### config.mk
export PLATFORM = sky130hd
export DESIGN_NAME = exec_unit
export DESIGN_NICKNAME = d
export VERILOG_FILES = /design/src/rv_alu_pkg.sv /design/src/alu_req_if.sv /design/src/alu.sv /design/src/cla_32bit.sv /design/src/exec_unit.sv /design/src/instr_decoder.sv /design/src/reg_file.sv
export SDC_FILE = /design/constraint.sdc
export NUM_CORES = 2
export LEC_CHECK = 0
export ABC_AREA = 1
export BUFFER_PORTS_ARGS = -buffer_cell sky130_fd_sc_hd__buf_2
export CORE_MARGIN = 2
export CORE_UTILIZATION = 50
export DETAILED_ROUTE_END_ITERATION = 10
export PLACE_DENSITY = 0.65
export SLEW_MARGIN = 40
export SYNTH_ARGS = -nofsm -noshare
export SYNTH_HDL_FRONTEND = slang
export SYNTH_SLANG_ARGS = --single-unit
export TNS_END_PERCENT = 10
### constraint.sdc
create_clock -name clk_i -period 10.24 [get_ports clk_i]
set_input_delay 1.024 -clock clk_i [delete_from_list [all_inputs] [get_ports clk_i]]
set_output_delay 1.024 -clock clk_i [all_outputs]
set_load 0.02 [all_outputs]
### src/rv_alu_pkg.sv
package rv_alu_pkg;

        localparam int unsigned XLEN = 32;

        typedef enum logic [3:0] {
                ALU_ADD  = 4'b0000,
                ALU_SUB  = 4'b0001,
                ALU_SLL  = 4'b0011,
                ALU_SLT  = 4'b0100,
                ALU_SLTU = 4'b0101,
                ALU_XOR  = 4'b0110,
                ALU_SRL  = 4'b0111,
                ALU_SRA  = 4'b1000,
                ALU_OR   = 4'b1001,
                ALU_AND  = 4'b1010,
                ALU_XNOR = 4'b1011,
                ALU_LUI  = 4'b1100
        } alu_op_e;

        typedef enum logic [1:0] {
                UNIT_ALU  = 2'b00,
                UNIT_NONE = 2'b01                       // Anything the ALU does not take
        } unit_sel_e;

        localparam logic [6:0] OPC_OP     = 7'b0110011;
        localparam logic [6:0] OPC_OP_IMM = 7'b0010011;
        localparam logic [6:0] OPC_LUI    = 7'b0110111;

        // One instruction word in three field layouts
        typedef union packed {
                struct packed {
                        logic [6:0] funct7;
                        logic [4:0] rs2;
                        logic [4:0] rs1;
                        logic [2:0] funct3;
                        logic [4:0] rd;
                        logic [6:0] opcode;
                } r_fmt;
                struct packed {
                        logic [11:0] imm12;
                        logic [4:0]  rs1;
                        logic [2:0]  funct3;
                        logic [4:0]  rd;
                        logic [6:0]  opcode;
                } i_fmt;
                struct packed {
                        logic [19:0] imm20;
                        logic [4:0]  rd;
                        logic [6:0]  opcode;
                } u_fmt;
        } instr_u;

endpackage

### src/alu_req_if.sv
`timescale 1ns/1ps

interface alu_req_if;
        import rv_alu_pkg::*;

        logic            valid;                         // One-cycle strobe per instruction
        alu_op_e         op;
        unit_sel_e       unit_sel;
        logic [XLEN-1:0] operand_a;
        logic [XLEN-1:0] operand_b;                     // Immediate already muxed in
        logic [4:0]      rd;

        modport decoder (
                output valid, op, unit_sel, operand_a, operand_b, rd
        );

        modport alu (
                input valid, op, unit_sel, operand_a, operand_b, rd
        );

endinterface

### src/alu.sv
`timescale 1ns/1ps

module alu (
        input  logic                        clk_i,
        input  logic                        reset_i,
        alu_req_if.alu                      req,
        output logic                        wr_en_o,
        output logic [4:0]                  wr_addr_o,
        output logic [rv_alu_pkg::XLEN-1:0] wr_data_o
);
        import rv_alu_pkg::*;

        logic            sub_en;
        logic [XLEN-1:0] adder_b;
        logic [XLEN-1:0] sum_result;
        logic            sum_carry;
        logic [XLEN-1:0] xor_result;
        logic            lt_signed;
        logic            lt_unsigned;
        logic [XLEN-1:0] result;
        logic            alu_sel;

        // Compares share the subtractor
        assign sub_en  = req.op inside {ALU_SUB, ALU_SLT, ALU_SLTU};
        assign adder_b = sub_en ? ~req.operand_b : req.operand_b;

        cla_32bit i_cla (
                .term1_i  (req.operand_a),
                .term2_i  (adder_b),
                .carry_i  (sub_en),
                .result_o (sum_result),
                .carry_o  (sum_carry)
        );

        assign xor_result  = req.operand_a ^ req.operand_b;
        assign lt_unsigned = ~sum_carry;                // No carry out means a borrow
        assign lt_signed   = (req.operand_a[XLEN-1] != req.operand_b[XLEN-1]) ?
                             req.operand_a[XLEN-1] : sum_result[XLEN-1];

        always_comb begin
                case (req.op)
                ALU_ADD,
                ALU_SUB:  result = sum_result;
                ALU_SLL:  result = req.operand_a << req.operand_b[4:0];
                ALU_SLT:  result = {{(XLEN-1){1'b0}}, lt_signed};
                ALU_SLTU: result = {{(XLEN-1){1'b0}}, lt_unsigned};
                ALU_XOR:  result = xor_result;
                ALU_SRL:  result = req.operand_a >> req.operand_b[4:0];
                ALU_SRA:  result = $signed(req.operand_a) >>> req.operand_b[4:0];
                ALU_OR:   result = req.operand_a | req.operand_b;
                ALU_AND:  result = req.operand_a & req.operand_b;
                ALU_XNOR: result = ~xor_result;
                ALU_LUI:  result = req.operand_b;       // Upper immediate prepared by decoder
                default:  result = '0;
                endcase
        end

        assign alu_sel = req.valid && (req.unit_sel == UNIT_ALU);

        always_ff @(posedge clk_i) begin
                if (reset_i) begin
                        wr_en_o   <= 1'b0;
                        wr_addr_o <= '0;
                        wr_data_o <= '0;
                end else begin
                        wr_en_o <= alu_sel;
                        if (alu_sel) begin
                                wr_addr_o <= req.rd;
                                wr_data_o <= result;    // Held for non-ALU instructions
                        end
                end
        end

        // Decoder must only hand over ops the ALU knows
        a_known_op: assert property (@(posedge clk_i) disable iff (reset_i)
                alu_sel |-> req.op inside {ALU_ADD, ALU_SUB, ALU_SLL, ALU_SLT, ALU_SLTU,
                                           ALU_XOR, ALU_SRL, ALU_SRA, ALU_OR, ALU_AND,
                                           ALU_XNOR, ALU_LUI});

endmodule

### src/cla_32bit.sv
`timescale 1ns/1ps

module cla_32bit (
        input  logic [rv_alu_pkg::XLEN-1:0] term1_i,
        input  logic [rv_alu_pkg::XLEN-1:0] term2_i,
        input  logic                        carry_i,
        output logic [rv_alu_pkg::XLEN-1:0] result_o,
        output logic                        carry_o
);
        import rv_alu_pkg::*;

        localparam int GRPS = XLEN / 4;

        logic [XLEN-1:0] gen;
        logic [XLEN-1:0] prop;
        logic [GRPS-1:0] grp_gen;
        logic [GRPS-1:0] grp_prop;
        logic [GRPS:0]   grp_carry;
        logic [XLEN-1:0] bit_carry;

        assign gen  = term1_i & term2_i;
        assign prop = term1_i ^ term2_i;

        always_comb begin
                logic acc;
                logic span;
                // Group G/P over four bits
                for (int g = 0; g < GRPS; g++) begin
                        acc  = 1'b0;
                        span = 1'b1;
                        for (int j = 3; j >= 0; j--) begin
                                acc  = acc | (span & gen[4*g+j]);
                                span = span & prop[4*g+j];
                        end
                        grp_gen[g]  = acc;
                        grp_prop[g] = span;
                end
                // Second-level lookahead straight from carry_i
                grp_carry[0] = carry_i;
                for (int i = 1; i <= GRPS; i++) begin
                        acc  = 1'b0;
                        span = 1'b1;
                        for (int j = i - 1; j >= 0; j--) begin
                                acc  = acc | (span & grp_gen[j]);
                                span = span & grp_prop[j];
                        end
                        grp_carry[i] = acc | (span & carry_i);
                end
                // Bit carries inside each group
                for (int g = 0; g < GRPS; g++) begin
                        for (int k = 0; k < 4; k++) begin
                                acc  = 1'b0;
                                span = 1'b1;
                                for (int j = k - 1; j >= 0; j--) begin
                                        acc  = acc | (span & gen[4*g+j]);
                                        span = span & prop[4*g+j];
                                end
                                bit_carry[4*g+k] = acc | (span & grp_carry[g]);
                        end
                end
        end

        assign result_o = prop ^ bit_carry;
        assign carry_o  = grp_carry[GRPS];

endmodule

### src/exec_unit.sv
`timescale 1ns/1ps

module exec_unit #(
        parameter int NUM_REGS = 32
) (
        input  logic                        clk_i,
        input  logic                        reset_i,
        input  logic                        instr_valid_i,
        input  logic [31:0]                 instr_i,
        output logic                        wb_valid_o,
        output logic [4:0]                  wb_rd_o,
        output logic [rv_alu_pkg::XLEN-1:0] wb_data_o
);
        import rv_alu_pkg::*;

        logic [4:0]      rs1_addr;
        logic [4:0]      rs2_addr;
        logic [XLEN-1:0] rs1_data;
        logic [XLEN-1:0] rs2_data;

        alu_req_if req_if ();

        instr_decoder #(
                .NUM_REGS (NUM_REGS)
        ) i_decoder (
                .clk_i         (clk_i),
                .reset_i       (reset_i),
                .instr_valid_i (instr_valid_i),
                .instr_i       (instr_i),
                .rs1_addr_o    (rs1_addr),
                .rs2_addr_o    (rs2_addr),
                .rs1_data_i    (rs1_data),
                .rs2_data_i    (rs2_data),
                .req           (req_if.decoder)
        );

        reg_file #(
                .NUM_REGS (NUM_REGS)
        ) i_reg_file (
                .clk_i      (clk_i),
                .reset_i    (reset_i),
                .rs1_addr_i (rs1_addr),
                .rs2_addr_i (rs2_addr),
                .rs1_data_o (rs1_data),
                .rs2_data_o (rs2_data),
                .wr_en_i    (wb_valid_o),               // Writeback doubles as write port
                .wr_addr_i  (wb_rd_o),
                .wr_data_i  (wb_data_o)
        );

        alu i_alu (
                .clk_i     (clk_i),
                .reset_i   (reset_i),
                .req       (req_if.alu),
                .wr_en_o   (wb_valid_o),
                .wr_addr_o (wb_rd_o),
                .wr_data_o (wb_data_o)
        );

endmodule

### src/instr_decoder.sv
`timescale 1ns/1ps

module instr_decoder #(
        parameter int NUM_REGS = 32
) (
        input  logic                        clk_i,
        input  logic                        reset_i,
        input  logic                        instr_valid_i,
        input  rv_alu_pkg::instr_u          instr_i,
        output logic [4:0]                  rs1_addr_o,
        output logic [4:0]                  rs2_addr_o,
        input  logic [rv_alu_pkg::XLEN-1:0] rs1_data_i,
        input  logic [rv_alu_pkg::XLEN-1:0] rs2_data_i,
        alu_req_if.decoder                  req
);
        import rv_alu_pkg::*;

        logic            is_op;
        logic            alt_op;
        alu_op_e         op_d;
        unit_sel_e       unit_d;
        logic            use_imm_d;
        logic [XLEN-1:0] imm_d;
        logic [4:0]      rs1_d;
        logic [4:0]      rs2_d;
        logic            use_imm_q;
        logic [XLEN-1:0] imm_q;

        assign is_op  = (instr_i.r_fmt.opcode == OPC_OP);
        assign alt_op = instr_i.r_fmt.funct7[5];        // Bit 30 of the word

        always_comb begin
                unit_d    = UNIT_ALU;
                use_imm_d = 1'b1;
                imm_d     = {{(XLEN-12){instr_i.i_fmt.imm12[11]}}, instr_i.i_fmt.imm12};
                rs1_d     = instr_i.r_fmt.rs1;
                rs2_d     = instr_i.r_fmt.rs2;
                case (instr_i.r_fmt.funct3)
                3'b000:  op_d = (is_op && alt_op) ? ALU_SUB : ALU_ADD;
                3'b001:  op_d = ALU_SLL;
                3'b010:  op_d = ALU_SLT;
                3'b011:  op_d = ALU_SLTU;
                3'b100:  op_d = (is_op && alt_op) ? ALU_XNOR : ALU_XOR;
                3'b101:  op_d = alt_op ? ALU_SRA : ALU_SRL;     // Same bit in shift-imm
                3'b110:  op_d = ALU_OR;
                default: op_d = ALU_AND;
                endcase
                case (instr_i.r_fmt.opcode)
                OPC_OP: begin
                        use_imm_d = 1'b0;
                end
                OPC_OP_IMM: begin
                        rs2_d = '0;                     // Field is immediate bits
                end
                OPC_LUI: begin
                        op_d  = ALU_LUI;
                        imm_d = {instr_i.u_fmt.imm20, 12'b0};
                        rs1_d = '0;
                        rs2_d = '0;
                end
                default: begin
                        unit_d = UNIT_NONE;
                        rs1_d  = '0;
                        rs2_d  = '0;
                end
                endcase
        end

        // Request register
        always_ff @(posedge clk_i) begin
                if (reset_i) begin
                        req.valid  <= 1'b0;
                        rs1_addr_o <= '0;
                        rs2_addr_o <= '0;
                end else begin
                        req.valid <= instr_valid_i;
                        if (instr_valid_i) begin
                                rs1_addr_o   <= rs1_d;
                                rs2_addr_o   <= rs2_d;
                                req.op       <= op_d;
                                req.unit_sel <= unit_d;
                                req.rd       <= instr_i.r_fmt.rd;
                                use_imm_q    <= use_imm_d;
                                imm_q        <= imm_d;
                        end
                end
        end

        // Operands read during the ALU cycle through the bypass
        assign req.operand_a = rs1_data_i;
        assign req.operand_b = use_imm_q ? imm_q : rs2_data_i;

        a_src_range: assert property (@(posedge clk_i) disable iff (reset_i)
                req.valid |-> (rs1_addr_o < NUM_REGS) && (rs2_addr_o < NUM_REGS));

endmodule

### src/reg_file.sv
`timescale 1ns/1ps

module reg_file #(
        parameter int NUM_REGS = 32
) (
        input  logic                        clk_i,
        input  logic                        reset_i,
        input  logic [4:0]                  rs1_addr_i,
        input  logic [4:0]                  rs2_addr_i,
        output logic [rv_alu_pkg::XLEN-1:0] rs1_data_o,
        output logic [rv_alu_pkg::XLEN-1:0] rs2_data_o,
        input  logic                        wr_en_i,
        input  logic [4:0]                  wr_addr_i,
        input  logic [rv_alu_pkg::XLEN-1:0] wr_data_i
);
        import rv_alu_pkg::*;

        logic [XLEN-1:0] regs [NUM_REGS];
        logic            wr_live;
        logic            hit1;
        logic            hit2;

        assign wr_live = wr_en_i && (wr_addr_i != 5'd0);        // x0 stays zero

        always_ff @(posedge clk_i) begin
                if (reset_i) begin
                        for (int i = 0; i < NUM_REGS; i++) begin
                                regs[i] <= '0;
                        end
                end else if (wr_live) begin
                        regs[wr_addr_i] <= wr_data_i;
                end
        end

        // Write-first bypass
        assign hit1 = wr_live && (wr_addr_i == rs1_addr_i);
        assign hit2 = wr_live && (wr_addr_i == rs2_addr_i);

        assign rs1_data_o = hit1 ? wr_data_i : regs[rs1_addr_i];
        assign rs2_data_o = hit2 ? wr_data_i : regs[rs2_addr_i];

        a_wr_range: assert property (@(posedge clk_i) disable iff (reset_i)
                wr_en_i |-> wr_addr_i < NUM_REGS);

endmodule

=== Yosys cells after proc, flatten, opt, wreduce, memory -nomap -nowiden ===
Memories as Yosys holds them, arrays and structs flattened. A register that Yosys moved wholly into a read port is not among the register bits.
Index checks and enable logic that the tools add are counted.

* Register bits: 93
* Memory bits (writable): 1,024
* Bits of input ports: 35
* Output and inout bits: 38
* Word-level logic and storage cells: 383
* Memories kept: 1

{| class="wikitable"
|+ Memories
! memory !! words !! width !! read ports !! clocked after Yosys merged registers in !! wr ports !! line !! source
|-
| i_reg_file.regs || 32 || 32 || 2 || 2 || 32 || reg_file.sv:18 || <nowiki>logic [XLEN-1:0] regs [NUM_REGS];</nowiki>
|}

* Equality and inequality tests: 23
* Shifts and indexed selects: 3
* Multiplexer cells: 27
* Bitwise gates (word level): 302
* Reductions and logical operators: 15

{| class="wikitable"
|+ Operator list
! kind !! number
|-
| 32-bit case mux with 11 select lines || 1
|-
| 1-bit AND || 184
|-
| 32-bit 2-to-1 mux || 5
|-
| 1-bit bitwise OR || 108
|-
| 32-bit XOR || 3
|-
| 32-bit AND || 2
|-
| 32-bit NOT || 2
|-
| 5-bit 2-to-1 mux || 7
|-
| 32-bit bitwise OR || 1
|-
| 32-bit OR reduction || 1
|-
| 32-bit by 5-bit left shift with 32-bit output || 1
|-
| 32-bit by 5-bit right shift with 32-bit output || 1
|-
| 32-bit by 5-bit >>> shifter with 32-bit output || 1
|-
| 31-bit 2-to-1 mux || 1
|-
| 4-bit case mux with 7 select lines || 1
|-
| 4-bit == test (second input constant) || 5
|-
| 4-bit by 3-bit == test with 1-bit output (second input constant) || 4
|-
| 7-bit by 6-bit == test with 1-bit output (second input constant) || 2
|-
| 5-bit == test || 2
|-
| 1-bit 2-to-1 mux || 10
|-
| 3-bit == test (second input constant) || 3
|-
| 4-bit 2-to-1 mux || 2
|-
| 7-bit by 5-bit == test with 1-bit output (second input constant) || 1
|-
| 3-bit by 2-bit == test with 1-bit output (second input constant) || 2
|-
| 14 further kinds || 20
|}

=== Longest topological paths before layout ===
* Word-level depth: 25
* Depth in mapped cells: 36
* Mapped depth without buffers: 32

=== Cells and area by module ===
A second synthesis with hierarchy kept.

* Cells, all modules: 9,108
* Area, all modules: 68,533.2 sq um

{| class="wikitable"
|+ Modules (own cells, without submodules)
! module !! times used !! cells an instance !! area an instance (sq um) !! seq. area each (sq um)
|-
| reg_file || 1 || 7,253 || 56,586.8 || 30,749.5
|-
| alu || 1 || 1,335 || 7,373.3 || 760.7
|-
| instr_decoder || 1 || 253 || 2,855.2 || 1,511.4
|-
| cla_32bit || 1 || 267 || 1,717.9 || 0.0
|}

=== Least setup slack after synthesis ===
No wires, ideal clock.

* Path type: register -> register
* Start point: register i_alu.wr_addr_o[4]
* End point: register i_alu.wr_data_o[25] (netlist name)
* Library setup time: 0.132 ns
* Arrival: 4.660 ns
* Data required time: 10.108 ns
* Slack: 5.448 ns
* Cell stages (with the launch flop): 35
* Path buffers: 4
* Path through: dfxtp_1 -> buf_4 -> inv_2 -> nand3_1 -> o21ai_2 -> inv_1 -> nand2_4 -> buf_2 -> nand3_1 -> nand3_2 -> nand2_2 -> buf_6 -> buf_2 -> xor2_1 -> ha_1 -> nand2_1 -> nor2_1 -> nand2_1 -> o21ai_0 -> nand3_1 -> o21ai_1 -> nand2_1 -> nand2_1 -> nand2_1 -> nand2_1 -> inv_1 -> fa_1 -> xor2_1 -> o2bb2ai_1 -> a211oi_1 -> o21ai_0 -> a21oi_1 -> nand3_1 -> nand2_1 -> a21oi_1

* Longest elaborated chain between the ends: 23
* Elaborated cells between the ends (all ways): 95

{| class="wikitable"
|+ Ends and longest elaborated chain
! what !! line !! source
|-
| from (decl) || alu.sv:8 || <nowiki>output logic [4:0] wr_addr_o,</nowiki>
|-
| from (signal assigned) || alu.sv:68 || <nowiki>wr_addr_o <= req.rd;</nowiki>
|-
| 5-bit nonzero test || reg_file.sv:23 || <nowiki>assign wr_live = wr_en_i && (wr_addr_i != 5'd0);</nowiki>
|-
| 1-bit logical AND || reg_file.sv:23 ||
|-
| 1-bit logical AND || reg_file.sv:37 || <nowiki>assign hit2 = wr_live && (wr_addr_i == rs2_addr_i);</nowiki>
|-
| 32-bit 2-to-1 mux || reg_file.sv:40 || <nowiki>assign rs2_data_o = hit2 ? wr_data_i : regs[rs2_addr_i];</nowiki>
|-
| 32-bit 2-to-1 mux || instr_decoder.sv:91 || <nowiki>assign req.operand_b = use_imm_q ? imm_q : rs2_data_i;</nowiki>
|-
| 32-bit NOT || alu.sv:25 || <nowiki>assign adder_b = sub_en ? ~req.operand_b : req.operand_b;</nowiki>
|-
| 32-bit 2-to-1 mux || alu.sv:25 ||
|-
| 32-bit XOR or 32-bit AND (tied branches) || cla_32bit.sv:22, cla_32bit.sv:21 ||
|-
| (+3 left out) || - ||
|-
| 1-bit bitwise OR || cla_32bit.sv:32 || <nowiki>acc = acc | (span & gen[4*g+j]);</nowiki>
|-
| 1-bit AND || cla_32bit.sv:44 || <nowiki>acc = acc | (span & grp_gen[j]);</nowiki>
|-
| 1-bit bitwise OR (5 in series) || cla_32bit.sv:44 ||
|-
| 1-bit bitwise OR || cla_32bit.sv:47 || <nowiki>grp_carry[i] = acc | (span & carry_i);</nowiki>
|-
| 1-bit AND || cla_32bit.sv:58 || <nowiki>bit_carry[4*g+k] = acc | (span & grp_carry[g]);</nowiki>
|-
| 1-bit bitwise OR || cla_32bit.sv:58 ||
|-
| 32-bit XOR || cla_32bit.sv:63 || <nowiki>assign result_o = prop ^ bit_carry;</nowiki>
|-
| 32-bit case mux with 11 select lines (*) || alu.sv:41 || <nowiki>case (req.op)</nowiki>
|-
| to (signal assigned) || alu.sv:69 || <nowiki>wr_data_o <= result;</nowiki>
|-
| to (decl) || alu.sv:9 || <nowiki>output logic [rv_alu_pkg::XLEN-1:0] wr_data_o</nowiki>
|}

Every way passes the cells marked *; elsewhere a longest branch is shown, timed or not.
A chain may end at the register's enable or synchronous reset.

==> metrics.md <==
| Metric | Value |
|---|---|
| R2R Setup Slk | `2.89 ns` |
| Starting density of the core | `50.2%` |
| Initial antenna violation count | `18` |
| Cell row count | `135` |
| DR vias/cell | `6.58` |
| Outcome | `finished clean` |
| Most frequent cells in the layout | `nand2_1, nor2_1, nand3_1, edfxtp_1, o21ai_0` |
| Synthesized flop and latch total | `1126` |
| Startpoint types | `flop` |
| Leak pwr | `27.3 nW` |
| Max-Slew Margin vs Limit | `33.8%` |
| Worst clock skew | `0.0318 ns` |
| VDD IR max | `0.000185 V` |
| WP depth | `31` |
| Post-route setup slack | `2.89 ns` |
| Crit path top cell by count | `nand2_1` |
| Post-CTS setup repair buffer count | `0` |
| Die Y | `372 um` |
| R2R depth | `31` |
| Port buffer count | `72` |
| First-pass iteration count of the detailed router | `10` |
| Switch Pwr | `0.00400 W` |
| Register area share after synthesis | `49.0%` |
| FFs w/ async S/R, synth | `0%` |
| Cts hold-fix bufs | `0` |
| Total number of vias | `65800` |
| Crit path buf inv count | `3` |
| Area of the multi-input gates | `30200 sq um` |
| Switch share | `31.9%` |
| Vias in the first global route | `61800` |
| Die ar. | `139000 sq um` |
| CP Class | `reg -> reg` |
| Final WL | `287 mm` |
| Worst-Margin Slew | `0.993 ns` |
| CTS Buffer Depth | `3` |
| Fmax achieved | `0.136 GHz` |
| Netlist cell types | `62` |
| Number of fillers in the final layout | `12500` |
| # nets final | `8248` |
| Wire per inst | `28.8 um` |
| Pwr Total | `0.0125 W` |
| Synthesized area per cell | `8.04 sq um` |
| Hold/Removal Path Class | `in -> reg` |
| RePlAce Congestion | `1.07` |
| Top Ports | `73` |
| RSZ-0062 raised after global routing | `false` |
| Dpl ws | `3.25 ns` |
| Worst setup EP type | `flop` |
| Final setup vio count | `0` |
| Largest net degree at the start of global routing | `188` |
| Primary FF master, synth | `edfxtp_1` |
| Root buffer cell | `clkbuf_16` |
| Global-route wire length before repair | `413 mm` |
| DR iter-0 viols | `10700` |
| CP Capture Point | `i_alu.wr_data_o[25]$_SDFFE_PP0P_` |
| Core outline area | `135000 sq um` |
| P&R area growth vs syn | `7.09%` |
| Cell area power density | `172 nW/um^2` |
| Die Width | `372 um` |
| Internal Power | `0.00852 W` |
| Placed wire-length estimate | `169 mm` |
| Top Family by Delay on Critical Path | `simple AND/OR/NAND/NOR gates` |
| Share of layout cells above drive strength 1 | `7.73%` |
| Residual DRC | `0` |
| Post-route antenna net violation count | `0` |
| Clock sink total | `1126` |
| Max_cap viols | `0` |
| Part of the power in registers | `42.7%` |
| Top-area cell type share of the netlist area | `47.2%` |
| Clk slew on worst S/H paths | `0.06 ns` |
| Final min period | `7.35 ns` |
| Worst EP required | `10.88 ns` |
| Logic pwr share | `20.3%` |
| CP max FO | `63` |
| H-tree depth | `4` |
| Worst path arrival time | `8.00 ns` |
| Synth area leaders | `edfxtp_1, nand3_1, nand2_1, nor2_1, o21ai_0` |
| Mapped Cells | `8440` |
| Fin. max-slew vios | `0` |
| CTS Buf Count | `131` |
| Register area | `33300 sq um` |
| Endpoints failing hold | `0` |
| Post-synth EDFFs | `1067` |
| Yosys top cell by area | `edfxtp_1` |
| GRT Residual Overflow | `0` |
| Yosys warns | `0` |
| Slowest stage delay, CP | `0.67 ns` |
| Reg2reg end | `i_alu.wr_data_o[25]$_SDFFE_PP0P_` |
| GR Util All Layers | `40.7%` |
| Synthesized area | `67900 sq um` |
| Leading cell type in the layout, fill and taps excluded | `nand2_1` |
| Period utilisation layout | `71.8%` |
| Post-cts gate resize count | `0` |
| Worst path slowest cell | `dfxtp_4` |
| Setup tns final | `0 ns` |
| Clk pwr share | `37.0%` |
| CTS tree | `done` |
| Clock latency on the worst-skew pair | `0.80 ns` |
-- power groups by stage --
stage	clock network, W	logic, W	registers, W
after floorplan	0	0.00169	0.00538
after global placement	0	0.00239	0.00543
after detailed placement	0	0.00242	0.00544
after CTS	0.00463	0.00243	0.00534
after global routing	0.00481	0.00271	0.00536
final	0.00463	0.00253	0.00535
-- synthesized netlist by cell type, types with 8 or more instances --
| cell type | instances |
|---|---|
| nand3_1 | 1523 |
| nand4_1 | 21 |
| buf_1 | 47 |
| nand2_2 | 30 |
| o211ai_1 | 72 |
| o21ai_0 | 524 |
| dfxtp_1 | 59 |
| edfxtp_1 | 1067 |
| xor2_1 | 37 |
| buf_4 | 62 |
| o22ai_1 | 26 |
| nor3_1 | 22 |
| a221oi_1 | 14 |
| ha_1 | 97 |
| buf_6 | 72 |
| o21ai_2 | 8 |
| nand2_1 | 1920 |
| o21ai_1 | 51 |
| inv_2 | 35 |
| buf_2 | 214 |
| o21a_1 | 11 |
| nor2_1 | 1572 |
| a21oi_1 | 101 |
| clkbuf_1 | 343 |
| nand3_2 | 22 |
| o221ai_1 | 203 |
| xnor2_1 | 11 |
| a211oi_1 | 9 |
| nand3b_1 | 9 |
| inv_1 | 187 |
| or2_2 | 8 |
-- flip-flops by register name, indices dropped and copies added (netlist names), named ones only --
name                    cells
i_reg_file.regs          1024
i_decoder.use_imm_q         1
i_decoder.req.valid         1
i_alu.wr_data_o            32
i_decoder.req.op            4
i_alu.wr_en_o               1
i_decoder.req.rd            5
i_decoder.req.unit_sel      1
i_decoder.imm_q            32
i_decoder.rs1_addr_o        5
i_decoder.rs2_addr_o        5
i_alu.wr_addr_o             5
-- metal layers --
metal	up-vias	GRT usage, %	wire, um
li1	28200	-	-
met2	5386	59.0	120000
met3	1215	10.8	40100
met4	22	30.4	24700
met1	30900	51.9	102000
met5	-	0.769	276
-- per-stage QoR --
stage | std cells | cell area [sq um] | hold slack, ns | util (%)
2_1_floorplan | 8471 | 68000 | 0.494 | -
3_3_place_gp | 9751 | 68300 | 0.485 | 50.6
3_5_place_dp | 9756 | 68500 | 0.497 | 50.7
4_1_cts | 9991 | 72600 | 0.382 | 53.7
5_1_grt | 9992 | 72700 | 0.396 | 53.8
6_report | 9994 | 72700 | 0.406 | 53.8
-- worst reg2reg max path, delay by kind of cell, from the launching register on --
family                     cells  cell delay, ns
and+or+nand+nor               15            2.16
AOI/OAI and AO/OA              9            1.84
buffers and inverters          3            1.40
DFF                            1            0.67
adders and majority gates      2            0.79
xor gates and xnor gates       2            0.34
-- logic make-up (layout without fill, tap and decap cells) --
family | Yosys count | after routing | share of synthesized area [%]
AO/OA/AOI/OAI | 1043 | 1043 | 9.46
AND/OR/NAND/NOR | 5144 | 5144 | 31.9
XOR/XNOR | 48 | 48 | 0.619
flip-flops | 1126 | 1126 | 49.0
buffers and inverters | 974 | 714 | 7.03
adder cells (fa/ha/maj) | 104 | 104 | 1.99
other | 1 | 34 | 0.00553
-- area by class of cell --
class | instances | share of cell area (%)
sequential | 1126 | 45.8
clock inverter | 65 | 0.802
timing repair buffer | 247 | 2.67
multi-input combinational | 6371 | 41.5
clock buffer | 170 | 4.88
inverter | 232 | 1.28
tap | 1781 | 3.07
antenna | 2 | 0.00689
-- worst min path at each step --
stage | start | to | slack [ns] | cells after the start
detailed placement | i_alu.wr_data_o[15]$_SDFFE_PP0P_ | i_alu.wr_data_o[15]$_SDFFE_PP0P_ | 0.50 | 2
global placement | i_alu.wr_data_o[15]$_SDFFE_PP0P_ | i_alu.wr_data_o[15]$_SDFFE_PP0P_ | 0.49 | 2
global route | instr_i[8] | i_decoder.req.rd[1]$_DFFE_PP_ | 0.40 | 1
finish | instr_i[8] | i_decoder.req.rd[1]$_DFFE_PP_ | 0.41 | 1
CTS | instr_i[8] | i_decoder.req.rd[1]$_DFFE_PP_ | 0.38 | 1
floorplan | i_decoder.req.rd[4]$_DFFE_PP_ | i_alu.wr_addr_o[4]$_SDFFE_PP0P_ | 0.49 | 2
No activity file was read; power rests on OpenSTA's default activity.
